===== src/glyph_rom.hex =====
// Eight 16x16 glyphs of 32 bytes each, two lines per glyph.
// Each line holds eight pixel rows of two bytes, left half first.
FF FF FF FF 01 80 01 80 01 80 01 80 01 80 01 80
01 80 01 80 01 80 01 80 01 80 01 80 01 80 01 80
FF FE FF FE C0 00 C0 00 C0 00 C0 00 C0 00 FF F0
FF F0 C0 00 C0 00 C0 00 C0 00 C0 00 FF FE FF FE
3F FC 7F FE E0 07 E0 00 E0 00 70 00 3F F0 1F FC
00 0E 00 07 00 07 00 07 E0 07 F0 0E 7F FC 3F F8
FF FF FF FF 01 80 01 80 01 80 01 80 01 80 01 80
01 80 01 80 01 80 01 80 01 80 01 80 01 80 01 80
FF E0 FF F8 C0 1C C0 0E C0 06 C0 07 C0 03 C0 03
C0 03 C0 03 C0 07 C0 06 C0 0E C0 1C FF F8 FF E0
FF FE FF FE C0 00 C0 00 C0 00 C0 00 C0 00 FF F0
FF F0 C0 00 C0 00 C0 00 C0 00 C0 00 FF FE FF FE
C0 03 E0 07 F0 0F D8 1B CC 33 C6 63 C3 C3 C1 83
C0 03 C0 03 C0 03 C0 03 C0 03 C0 03 C0 03 C0 03
0F F0 3F FC 70 0E E0 07 C0 03 C0 03 C0 03 C0 03
C0 03 C0 03 C0 03 C0 03 E0 07 70 0E 3F FC 0F F0


===== src/tft_demo_pkg.sv =====
package tft_demo_pkg;

	//////////////////////////////////////////////////////////////////////
	// Widths.
	//////////////////////////////////////////////////////////////////////
	localparam int COORD_W    = 16; // Coordinate word.
	localparam int COLOR_W    = 16; // RGB565 word.
	localparam int STEP_W     = 4;  // Scene step register.
	localparam int BOLD_W     = 2;  // Bold offset counter.
	localparam int BYTE_CNT_W = 6;  // Holds 0 to 32.
	localparam int REFRESH_W  = 19; // Refresh counter.
	localparam int ROM_AW     = 8;  // Glyph ROM address.

	// Controller command codes.
	typedef enum logic [3:0] {
		INIT     = 4'd0,
		CLEAR    = 4'd1,
		POINT    = 4'd2,
		VLINE    = 4'd3,
		HLINE    = 4'd4,
		SINE     = 4'd5,
		SET_AREA = 4'd6,
		FILL     = 4'd7,
		END_AREA = 4'd8
	} tft_cmd_e;

	// Four argument words, d1 on top, read per command.
	typedef union packed {
		struct packed {
			logic [COORD_W-1:0] d1;
			logic [COORD_W-1:0] d2;
			logic [COORD_W-1:0] d3;
			logic [COORD_W-1:0] d4;
		} words; // Raw view seen by the issuer.
		struct packed {
			logic [COORD_W-1:0] x;
			logic [COORD_W-1:0] y;
			logic [COLOR_W-1:0] color;
			logic [COORD_W-1:0] pad;
		} point;
		struct packed {
			logic [COORD_W-1:0] x;
			logic [COORD_W-1:0] y1;
			logic [COORD_W-1:0] y2;
			logic [COLOR_W-1:0] color;
		} vline;
		struct packed {
			logic [COORD_W-1:0] x1;
			logic [COORD_W-1:0] x2;
			logic [COORD_W-1:0] y;
			logic [COLOR_W-1:0] color;
		} hline;
		struct packed {
			logic [COORD_W-1:0] x1;
			logic [COORD_W-1:0] y1;
			logic [COORD_W-1:0] x2;
			logic [COORD_W-1:0] y2;
		} area;
		struct packed {
			logic [COORD_W-1:0]   pattern; // Glyph byte, zero extended.
			logic [COLOR_W-1:0]   color;
			logic [2*COORD_W-1:0] pad;
		} fill;
		struct packed {
			logic [COORD_W-1:0] x_ofs;
			logic [COORD_W-1:0] y_ofs;
			logic [COLOR_W-1:0] color;
			logic [COORD_W-1:0] pad;
		} sine;
	} tft_args_u;

	//////////////////////////////////////////////////////////////////////
	// Scene geometry and colors.
	//////////////////////////////////////////////////////////////////////
	localparam logic [COLOR_W-1:0] COLOR_BG     = 16'h0000; // Black.
	localparam logic [COLOR_W-1:0] COLOR_MARK   = 16'hFE00; // Yellow.
	localparam logic [COLOR_W-1:0] COLOR_WAVE_A = 16'hF8B2;
	localparam logic [COLOR_W-1:0] COLOR_WAVE_B = 16'h07E0; // Green.

	localparam logic [COORD_W-1:0] CORNER_LO   = 16'd9;
	localparam logic [COORD_W-1:0] CORNER_X_HI = 16'd469;
	localparam logic [COORD_W-1:0] CORNER_Y_HI = 16'd789;
	localparam logic [COORD_W-1:0] FRAME_LO    = 16'd4;
	localparam logic [COORD_W-1:0] FRAME_X_HI  = 16'd474;
	localparam logic [COORD_W-1:0] FRAME_Y_HI  = 16'd794;
	localparam logic [COORD_W-1:0] WAVE_A_X    = 16'd9;
	localparam logic [COORD_W-1:0] WAVE_B_X    = 16'd239;
	localparam logic [COORD_W-1:0] WAVE_Y      = 16'd9;

	localparam logic [BOLD_W-1:0]  BOLD_PASSES = 2'd3; // Offsets 3, 2, 1.

	localparam logic [COORD_W-1:0]    GLYPH_SIZE        = 16'd16; // Edge in pixels.
	localparam logic [BYTE_CNT_W-1:0] GLYPH_BYTES       = 6'd32;
	localparam int                    GLYPHS_PER_STRING = 4;
	localparam logic [COORD_W-1:0]    STRING_A_X        = 16'd430;
	localparam logic [COORD_W-1:0]    STRING_B_X        = 16'd160;
	localparam logic [COORD_W-1:0]    STRING_Y          = 16'd10;

	// 20 MHz / 60 Hz, rounded up.
	localparam logic [REFRESH_W-1:0] REFRESH_DIV  = 19'd333334;
	localparam logic [REFRESH_W-1:0] REFRESH_MARK = 19'd1000;

	//////////////////////////////////////////////////////////////////////
	// Scene steps.
	//////////////////////////////////////////////////////////////////////
	localparam logic [STEP_W-1:0] ST_INIT  = 4'd0;
	localparam logic [STEP_W-1:0] ST_CLEAR = 4'd1;
	localparam logic [STEP_W-1:0] ST_WAIT  = 4'd2;  // Refresh mark.
	localparam logic [STEP_W-1:0] ST_POINT = 4'd3;
	localparam logic [STEP_W-1:0] ST_VLINE = 4'd4;
	localparam logic [STEP_W-1:0] ST_HLINE = 4'd5;
	localparam logic [STEP_W-1:0] ST_SINE  = 4'd6;
	localparam logic [STEP_W-1:0] ST_LOAD  = 4'd7;  // String start, no command.
	localparam logic [STEP_W-1:0] ST_AREA  = 4'd8;
	localparam logic [STEP_W-1:0] ST_FILL  = 4'd9;
	localparam logic [STEP_W-1:0] ST_END   = 4'd10;
	localparam logic [STEP_W-1:0] ST_IDLE  = 4'd11;

endpackage


===== src/tft_cmd_if.sv =====
`timescale 1ns/1ns

interface tft_cmd_if;

	logic                    req;  // Command valid, held until ack.
	tft_demo_pkg::tft_cmd_e  cmd;  // Controller command code.
	tft_demo_pkg::tft_args_u args; // Four argument words.
	logic                    ack;  // One-cycle accept pulse.

	// Scene side.
	modport sequencer (
		output req,
		output cmd,
		output args,
		input  ack
	);

	// Controller side.
	modport issuer (
		input  req,
		input  cmd,
		input  args,
		output ack
	);

	modport monitor (
		input req,
		input cmd,
		input args,
		input ack
	);

endinterface


===== src/cmd_issuer.sv =====
`timescale 1ns/1ns

module cmd_issuer (
	input  logic                             clk_20MHz,
	input  logic                             rst_n,
	input  logic                             tft_done,    // Controller finished.
	output logic                             tft_en,      // Level, held until done.
	output logic [3:0]                       tft_trigger,
	output logic [tft_demo_pkg::COORD_W-1:0] tft_data1,
	output logic [tft_demo_pkg::COORD_W-1:0] tft_data2,
	output logic [tft_demo_pkg::COORD_W-1:0] tft_data3,
	output logic [tft_demo_pkg::COORD_W-1:0] tft_data4,
	tft_cmd_if.issuer                        cmd
);

	logic busy; // Command in flight or just acked.

	assign busy = tft_en || cmd.ack;

	//////////////////////////////////////////////////////////////////////
	// Enable-until-done handshake.
	//////////////////////////////////////////////////////////////////////
	always_ff @(posedge clk_20MHz or negedge rst_n) begin
		if (!rst_n) begin
			tft_en      <= 1'b0;
			tft_trigger <= tft_demo_pkg::INIT;
			tft_data1   <= '0;
			tft_data2   <= '0;
			tft_data3   <= '0;
			tft_data4   <= '0;
			cmd.ack     <= 1'b0;
		end else begin
			cmd.ack <= 1'b0; // Pulse only.
			if (tft_en) begin
				if (tft_done) begin
					tft_en  <= 1'b0;
					cmd.ack <= 1'b1; // Release the sequencer.
				end
			end else if (cmd.req && !busy) begin
				tft_en      <= 1'b1; // Same edge as the data.
				tft_trigger <= cmd.cmd;
				tft_data1   <= cmd.args.words.d1;
				tft_data2   <= cmd.args.words.d2;
				tft_data3   <= cmd.args.words.d3;
				tft_data4   <= cmd.args.words.d4;
			end
		end
	end

endmodule


===== src/glyph_cursor.sv =====
`timescale 1ns/1ns

module glyph_cursor (
	input  logic                             clk_20MHz,
	input  logic                             rst_n,
	input  logic                             glyph_start,   // Load string origin.
	input  logic                             glyph_next,    // Byte accepted.
	input  logic                             glyph_advance, // Move down one glyph.
	input  logic                             string_sel,    // 0 = string A.
	output logic [7:0]                       glyph_byte,
	output logic                             glyph_last,
	output logic [tft_demo_pkg::COORD_W-1:0] area_x,
	output logic [tft_demo_pkg::COORD_W-1:0] area_y
);

	logic [7:0]                          rom [0:(1 << tft_demo_pkg::ROM_AW) - 1];
	logic [tft_demo_pkg::ROM_AW-1:0]     rom_addr; // Runs across glyphs.
	logic [tft_demo_pkg::BYTE_CNT_W-1:0] byte_cnt; // Bytes sent of this glyph.

	initial $readmemh("/design/src/glyph_rom.hex", rom); // 8 glyphs of 16x16.

	assign glyph_byte = rom[rom_addr]; // Asynchronous read.
	assign glyph_last = byte_cnt == tft_demo_pkg::GLYPH_BYTES;

	//////////////////////////////////////////////////////////////////////
	// Address, byte count and position.
	//////////////////////////////////////////////////////////////////////
	always_ff @(posedge clk_20MHz or negedge rst_n) begin
		if (!rst_n) begin
			rom_addr <= '0;
			byte_cnt <= '0;
			area_x   <= '0;
			area_y   <= '0;
		end else begin
			if (glyph_next) begin
				rom_addr <= rom_addr + 1'b1;
				byte_cnt <= byte_cnt + 1'b1;
			end
			if (glyph_start) begin
				area_x   <= string_sel ? tft_demo_pkg::STRING_B_X : tft_demo_pkg::STRING_A_X;
				area_y   <= tft_demo_pkg::STRING_Y;
				byte_cnt <= '0;
			end else if (glyph_advance) begin
				area_y   <= area_y + tft_demo_pkg::GLYPH_SIZE; // x stays.
				byte_cnt <= '0; // New glyph starts.
			end
		end
	end

endmodule


===== src/scene_sequencer.sv =====
`timescale 1ns/1ns

module scene_sequencer (
	input  logic                             clk_20MHz,
	input  logic                             rst_n,
	input  logic [7:0]                       glyph_byte,    // Current ROM byte.
	input  logic                             glyph_last,    // Glyph fully sent.
	input  logic [tft_demo_pkg::COORD_W-1:0] area_x,        // Glyph corner.
	input  logic [tft_demo_pkg::COORD_W-1:0] area_y,
	output logic                             glyph_start,   // Load string origin.
	output logic                             glyph_next,    // One byte accepted.
	output logic                             glyph_advance, // Next glyph slot.
	output logic                             string_sel,    // 0 = string A.
	tft_cmd_if.sequencer                     cmd
);

	logic [tft_demo_pkg::STEP_W-1:0]    step;
	logic [1:0]                         idx;         // Point, line or glyph number.
	logic [tft_demo_pkg::BOLD_W-1:0]    bold;        // Counts 3, 2, 1.
	logic [1:0]                         pass_q;      // x+, x-, y+, y-.
	logic                               wave_q;      // 0 = wave A.
	logic                               string_q;    // 0 = string A.
	logic [tft_demo_pkg::REFRESH_W-1:0] refresh_cnt;
	logic                               last_glyph;
	logic                               req_c;
	tft_demo_pkg::tft_cmd_e             cmd_c;
	tft_demo_pkg::tft_args_u            args_c;

	// Free-running 60 Hz frame counter.
	always_ff @(posedge clk_20MHz or negedge rst_n) begin
		if (!rst_n) begin
			refresh_cnt <= '0;
		end else if (refresh_cnt == tft_demo_pkg::REFRESH_DIV - 1'b1) begin
			refresh_cnt <= '0; // Wrap.
		end else begin
			refresh_cnt <= refresh_cnt + 1'b1;
		end
	end

	assign last_glyph = int'(idx) == tft_demo_pkg::GLYPHS_PER_STRING - 1;

	//////////////////////////////////////////////////////////////////////
	// Step machine, advanced by ack.
	//////////////////////////////////////////////////////////////////////
	always_ff @(posedge clk_20MHz or negedge rst_n) begin
		if (!rst_n) begin
			step     <= tft_demo_pkg::ST_INIT;
			idx      <= '0;
			bold     <= tft_demo_pkg::BOLD_PASSES;
			pass_q   <= '0;
			wave_q   <= 1'b0;
			string_q <= 1'b0;
		end else begin
			case (step)
				tft_demo_pkg::ST_INIT:
					if (cmd.ack) step <= tft_demo_pkg::ST_CLEAR;
				tft_demo_pkg::ST_CLEAR:
					if (cmd.ack) step <= tft_demo_pkg::ST_WAIT;
				tft_demo_pkg::ST_WAIT:
					if (refresh_cnt == tft_demo_pkg::REFRESH_MARK) begin
						step <= tft_demo_pkg::ST_POINT;
					end
				tft_demo_pkg::ST_POINT:
					if (cmd.ack) begin
						idx <= idx + 1'b1; // Wraps to 0 after corner 3.
						if (idx == 2'd3) step <= tft_demo_pkg::ST_VLINE;
					end
				tft_demo_pkg::ST_VLINE, tft_demo_pkg::ST_HLINE:
					if (cmd.ack) begin
						idx <= {1'b0, ~idx[0]}; // Two lines each.
						if (idx[0]) step <= step + 1'b1;
					end
				tft_demo_pkg::ST_SINE:
					if (cmd.ack) begin
						if (bold == 2'd1) begin
							bold   <= tft_demo_pkg::BOLD_PASSES;
							pass_q <= pass_q + 1'b1;
							if (pass_q == 2'd3) begin
								wave_q <= 1'b1;
								if (wave_q) step <= tft_demo_pkg::ST_LOAD; // Both waves done.
							end
						end else begin
							bold <= bold - 1'b1;
						end
					end
				tft_demo_pkg::ST_LOAD:
					step <= tft_demo_pkg::ST_AREA; // Cursor loads origin here.
				tft_demo_pkg::ST_AREA:
					if (cmd.ack) step <= tft_demo_pkg::ST_FILL;
				tft_demo_pkg::ST_FILL:
					if (glyph_last) step <= tft_demo_pkg::ST_END;
				tft_demo_pkg::ST_END:
					if (cmd.ack) begin
						idx <= idx + 1'b1;
						if (!last_glyph) begin
							step <= tft_demo_pkg::ST_AREA;
						end else if (string_q) begin
							step <= tft_demo_pkg::ST_IDLE; // Scene complete.
						end else begin
							string_q <= 1'b1;
							step     <= tft_demo_pkg::ST_LOAD;
						end
					end
				tft_demo_pkg::ST_IDLE:
					step <= tft_demo_pkg::ST_IDLE;
				default:
					step <= tft_demo_pkg::ST_IDLE;
			endcase
		end
	end

	//////////////////////////////////////////////////////////////////////
	// Command table.
	//////////////////////////////////////////////////////////////////////
	always_comb begin : cmd_build
		logic [tft_demo_pkg::COORD_W-1:0] wave_x;
		logic [tft_demo_pkg::COORD_W-1:0] bold_ofs;
		wave_x   = wave_q ? tft_demo_pkg::WAVE_B_X : tft_demo_pkg::WAVE_A_X;
		bold_ofs = '0;
		bold_ofs[tft_demo_pkg::BOLD_W-1:0] = bold;
		req_c  = 1'b1;
		cmd_c  = tft_demo_pkg::INIT;
		args_c = '0;
		case (step)
			tft_demo_pkg::ST_INIT:
				cmd_c = tft_demo_pkg::INIT;
			tft_demo_pkg::ST_CLEAR: begin
				cmd_c           = tft_demo_pkg::CLEAR;
				args_c.words.d1 = tft_demo_pkg::COLOR_BG; // Clear color.
			end
			tft_demo_pkg::ST_POINT: begin
				cmd_c              = tft_demo_pkg::POINT;
				args_c.point.x     = idx[0] ? tft_demo_pkg::CORNER_X_HI : tft_demo_pkg::CORNER_LO;
				args_c.point.y     = idx[1] ? tft_demo_pkg::CORNER_Y_HI : tft_demo_pkg::CORNER_LO;
				args_c.point.color = tft_demo_pkg::COLOR_MARK;
			end
			tft_demo_pkg::ST_VLINE: begin
				cmd_c              = tft_demo_pkg::VLINE;
				args_c.vline.x     = idx[0] ? tft_demo_pkg::FRAME_X_HI : tft_demo_pkg::FRAME_LO;
				args_c.vline.y1    = tft_demo_pkg::FRAME_LO;
				args_c.vline.y2    = tft_demo_pkg::FRAME_Y_HI;
				args_c.vline.color = tft_demo_pkg::COLOR_MARK;
			end
			tft_demo_pkg::ST_HLINE: begin
				cmd_c              = tft_demo_pkg::HLINE;
				args_c.hline.x1    = tft_demo_pkg::FRAME_LO;
				args_c.hline.x2    = tft_demo_pkg::FRAME_X_HI;
				args_c.hline.y     = idx[0] ? tft_demo_pkg::FRAME_Y_HI : tft_demo_pkg::FRAME_LO;
				args_c.hline.color = tft_demo_pkg::COLOR_MARK;
			end
			tft_demo_pkg::ST_SINE: begin
				cmd_c             = tft_demo_pkg::SINE;
				args_c.sine.x_ofs = wave_x;
				args_c.sine.y_ofs = tft_demo_pkg::WAVE_Y;
				case (pass_q)
					2'd0:    args_c.sine.x_ofs = wave_x + bold_ofs;
					2'd1:    args_c.sine.x_ofs = wave_x - bold_ofs;
					2'd2:    args_c.sine.y_ofs = tft_demo_pkg::WAVE_Y + bold_ofs;
					default: args_c.sine.y_ofs = tft_demo_pkg::WAVE_Y - bold_ofs;
				endcase
				args_c.sine.color = wave_q ? tft_demo_pkg::COLOR_WAVE_B
				                           : tft_demo_pkg::COLOR_WAVE_A;
			end
			tft_demo_pkg::ST_AREA: begin
				cmd_c          = tft_demo_pkg::SET_AREA;
				args_c.area.x1 = area_x;
				args_c.area.y1 = area_y;
				args_c.area.x2 = area_x + tft_demo_pkg::GLYPH_SIZE - 16'd1;
				args_c.area.y2 = area_y + tft_demo_pkg::GLYPH_SIZE - 16'd1;
			end
			tft_demo_pkg::ST_FILL: begin
				cmd_c              = tft_demo_pkg::FILL;
				args_c.fill.pattern = {8'h00, glyph_byte};
				args_c.fill.color  = string_q ? tft_demo_pkg::COLOR_WAVE_A
				                              : tft_demo_pkg::COLOR_WAVE_B;
				req_c              = !glyph_last; // Stop after the last byte.
			end
			tft_demo_pkg::ST_END:
				cmd_c = tft_demo_pkg::END_AREA;
			default:
				req_c = 1'b0; // Wait, load and idle send nothing.
		endcase
	end

	assign cmd.req  = req_c;
	assign cmd.cmd  = cmd_c;
	assign cmd.args = args_c;

	assign glyph_start   = step == tft_demo_pkg::ST_LOAD;
	assign glyph_advance = (step == tft_demo_pkg::ST_AREA) && cmd.ack;
	assign glyph_next    = (step == tft_demo_pkg::ST_FILL) && cmd.ack;
	assign string_sel    = string_q;

endmodule


===== src/tft_demo_top.sv =====
`timescale 1ns/1ns

module tft_demo_top (
	input  logic                             clk_20MHz,
	input  logic                             rst_n,
	input  logic                             tft_done,    // Strobe from controller.
	output logic                             tft_en,      // Held until done.
	output logic [3:0]                       tft_trigger,
	output logic [tft_demo_pkg::COORD_W-1:0] tft_data1,
	output logic [tft_demo_pkg::COORD_W-1:0] tft_data2,
	output logic [tft_demo_pkg::COORD_W-1:0] tft_data3,
	output logic [tft_demo_pkg::COORD_W-1:0] tft_data4
);

	logic [7:0]                       glyph_byte;
	logic                             glyph_last;
	logic                             glyph_start;
	logic                             glyph_next;
	logic                             glyph_advance;
	logic                             string_sel;
	logic [tft_demo_pkg::COORD_W-1:0] area_x;
	logic [tft_demo_pkg::COORD_W-1:0] area_y;

	tft_cmd_if cmd_bus (); // Sequencer to issuer.

	scene_sequencer u_sequencer (
		.clk_20MHz     (clk_20MHz),
		.rst_n         (rst_n),
		.glyph_byte    (glyph_byte),
		.glyph_last    (glyph_last),
		.area_x        (area_x),
		.area_y        (area_y),
		.glyph_start   (glyph_start),
		.glyph_next    (glyph_next),
		.glyph_advance (glyph_advance),
		.string_sel    (string_sel),
		.cmd           (cmd_bus.sequencer)
	);

	cmd_issuer u_issuer (
		.clk_20MHz   (clk_20MHz),
		.rst_n       (rst_n),
		.tft_done    (tft_done),
		.tft_en      (tft_en),
		.tft_trigger (tft_trigger),
		.tft_data1   (tft_data1),
		.tft_data2   (tft_data2),
		.tft_data3   (tft_data3),
		.tft_data4   (tft_data4),
		.cmd         (cmd_bus.issuer)
	);

	glyph_cursor u_cursor (
		.clk_20MHz     (clk_20MHz),
		.rst_n         (rst_n),
		.glyph_start   (glyph_start),
		.glyph_next    (glyph_next),
		.glyph_advance (glyph_advance),
		.string_sel    (string_sel),
		.glyph_byte    (glyph_byte),
		.glyph_last    (glyph_last),
		.area_x        (area_x),
		.area_y        (area_y)
	);

endmodule


===== config.mk =====
export PLATFORM = sky130hd
export DESIGN_NAME = tft_demo_top
export DESIGN_NICKNAME = d
export VERILOG_FILES = /design/src/tft_demo_pkg.sv /design/src/tft_cmd_if.sv /design/src/cmd_issuer.sv /design/src/glyph_cursor.sv /design/src/scene_sequencer.sv /design/src/tft_demo_top.sv
export SDC_FILE = /design/constraint.sdc
export NUM_CORES = 1
export LEC_CHECK = 0
export BUFFER_PORTS_ARGS = -buffer_cell sky130_fd_sc_hd__buf_2
export CAP_MARGIN = 40
export CORE_MARGIN = 10
export CORE_UTILIZATION = 25
export CTS_BUF_LIST = sky130_fd_sc_hd__clkbuf_16
export DETAILED_ROUTE_END_ITERATION = 12
export HOLD_SLACK_MARGIN = 0.08
export PLACE_DENSITY_LB_ADDON = 0.12
export SYNTH_ARGS = -nofsm -noshare
export SYNTH_HDL_FRONTEND = slang
export SYNTH_SLANG_ARGS = --single-unit

===== constraint.sdc =====
create_clock -name clk_20MHz -period 3.05 [get_ports clk_20MHz]
set_input_delay 0.305 -clock clk_20MHz [delete_from_list [all_inputs] [get_ports clk_20MHz]]
set_output_delay 0.305 -clock clk_20MHz [all_outputs]
set_load 0.1 [all_outputs]

==> results_dict.tcl <==
set metrics [dict create \
    ys_seq_area_share_pct 44.4 \
    ys_types 80 \
    routed_wl_um 17100 \
    crit_family "compound AO/OA/AOI/OAI gates" \
    wire_per_inst_um 16.6 \
    grt_pass1_vias 4960 \
    dieArea_um2 31500 \
    yosys-top-cells-count "dfrtp_1 (108), nand2_1 (84), nor2_1 (51)" \
    netlist_instances 660 \
    cts_resized 0 \
    worstSkewPairLatency_ns 0.37 \
    holdWs_ns 0.160 \
    required_ns 3.31 \
    synth_area_leaders "dfrtp_1 (44%), ha_1 (5.2%), nand2_1 (5.1%), o21ai_1 (3.3%), xnor2_1 (3.2%)" \
    dp.cells 1009 \
    rsz0062_at_grt "false" \
    path_max_fanout 30 \
    portBuffers 64 \
    first_pass_iters 5 \
    ir_drop_mv 0.736 \
    power_uw 7370 \
    vias 4881 \
    status "finished clean" \
    cts_hold_buf 1 \
    critPathSlowestCell "a31o_2" \
    synthDominantCellAreaShare_pct 43.6 \
    ant_nets 0 \
    end_kind "flip-flop" \
    arrival_ns 2.85 \
    area_growth_pct 13.4 \
    cts_max_path_buffers 2 \
    antenna_found_initial 0 \
    synth.most_common_cell "dfrtp_1" \
    avgSynthCellArea_um2 9.40 \
    synthArstFlopShare_pct 100 \
    synth-edff-count 0 \
    finalMaxSlewViolations 0 \
    critical_path_class "flip-flop to flip-flop" \
    start_util_pct 25.4 \
    htreeDepth 3 \
    leakagePower_uw 0.00316 \
    hold_violations 0 \
    grt_use_total_pct 11.1 \
    die_y_um 178 \
    hold_path.class "primary input to flip-flop" \
    crit_chain "inv_1 -> ha_1 -> or2_1 -> nand2_2 -> a31o_2 -> nor2_1 -> a221o_1" \
    synth.largest_area_cell "dfrtp_1" \
    layoutNonFillerInstCount 1026 \
    clkTransAtPathRegs_ns 0.08 \
    io_pins 72 \
    max_stage_delay_ns 0.67 \
    core_um2 24400 \
    powerDensity_nw_per_um2 1050 \
    synth_seq_cells 110 \
    grt_max_degree 59 \
    timing.setup.tns_ns 0 \
    max_freq_mhz 385 \
    finalCriticalPeriod_ns 2.59 \
    min_period_over_period_pct 85.1 \
    fin_skew_ns 0.0192 \
    critPathLaunchType "flip-flop" \
    numCtsBuffers 9 \
    route.detailed.drc 0 \
    grt_first_pass_wirelength_um 28000 \
    dr.first_iter.drc_count 218 \
    cts_setup_buffers 0 \
    cts_tree "done" \
    dieWidth_um 178 \
    viasPerCell 4.76 \
    clock-sinks 110 \
    syn_area_um2 6200 \
    synthFlopType "dfrtp_1" \
    yosys_warnings 0 \
    path_buf_inv 1 \
    cts-root-buf "clkbuf_16" \
    std_cell_rows 57 \
    drive_above_1_share_pct 16.5 \
    setup_viol 0 \
    dpl.hpwl_um 12700 \
    max_slew_margin_pct 51.8 \
    maxCapViolations 0 \
    worstMarginPinSlew_ns 0.723 \
    antenna_cells 0 \
    nets 727 \
    grt_overflow 0 \
    gp_congestion 0.830 \
]
layer usage:
layer | track usage, % | wire [um] | up-vias
met1 | 15.0 | 8270 | 2381
li1 | - | - | 2364
met5 | 0 | 0 | -
met2 | 17.5 | 7730 | 115
met3 | 1.87 | 764 | 21
met4 | 3.92 | 315 | 0
kinds of logic after synthesis:
family / share of synthesized area, %
xor gates and xnor gates: 6.45
other: 0.0605
muxes: 0.343
DFF: 44.4
adders and majority gates: 5.57
AOI/OAI and AO/OA: 17.0
buffers and inverters: 6.74
and+or+nand+nor: 19.5
power by group:
part | internal, uW | total, uW | switching, uW
Combinational | 828 | 4050 | 3220
Clock | 585 | 1210 | 630
Sequential | 1800 | 2110 | 315
Total | 3210 | 7370 | 4160
cell usage in the layout (no fill, tap or decap), types with 6 or more instances in the layout:
cell type and instances:
dfrtp_1 108, nand2_1 84, buf_2 63, nor2_1 51, o21ai_1 41, nand3_1 35
ha_1 26, a21oi_1 24, inv_1 23, xnor2_1 23, xor2_1 19, o21ai_0 18
a31oi_1 13, and2_1 11, clkbuf_16 9, nor2b_1 8, o31ai_1 8, a22o_1 8
buf_4 8, a211oi_1 7, conb_1 7, nor3_1 6
final timing paths:
kind	start	endpoint	slack [ns]	cells past startpoint
hold reg to reg	u_issuer.tft_data1[3]	u_issuer.tft_data1[3]	0.47	2
hold / removal	tft_done	u_issuer.tft_en	0.16	2
max in group asynchronous	rst_n	u_sequencer.bold[0]	1.73	3
setup reg to reg	u_sequencer.step[0]	u_issuer.tft_data4[11]	0.46	7
setup / recovery	u_sequencer.step[0]	u_issuer.tft_data4[11]	0.46	7
min in group asynchronous	rst_n	u_issuer.tft_data4[14]	0.52	2
state kept, by name (all words and copies together) (netlist names), 2 cells and up:
name and count:
u_issuer.tft_data4 16, u_cursor.byte_cnt 6, u_sequencer.step 4, u_sequencer.idx 2
u_issuer.tft_data3 11, u_issuer.tft_trigger 4, u_sequencer.bold 2, u_cursor.area_x 2
u_sequencer.refresh_cnt 19, u_issuer.tft_data1 9, u_cursor.area_y 13, u_sequencer.pass_q 2
u_issuer.tft_data2 16
stage by stage:
stage          instance area [um^2]  util, %  setup WS [ns]
6_report                       7030     28.8          0.456
5_1_grt                        7030     28.8          0.244
4_1_cts                        7030     28.8          0.438
3_5_place_dp                   6720     27.6          0.429
3_3_place_gp                   6720     27.6          0.524
2_1_floorplan                  6230        -          0.852
cell type report:
cell class,count,area (um^2)
Fill cell,2617,17400
Multi-Input combinational cell,479,3060
Sequential cell,110,2760
Timing Repair Buffer,74,425
Tap cell,324,405
Clock buffer,9,225
Inverter,23,86.3
Clock inverter,7,77.6
Power figures use the tool's default switching activity.
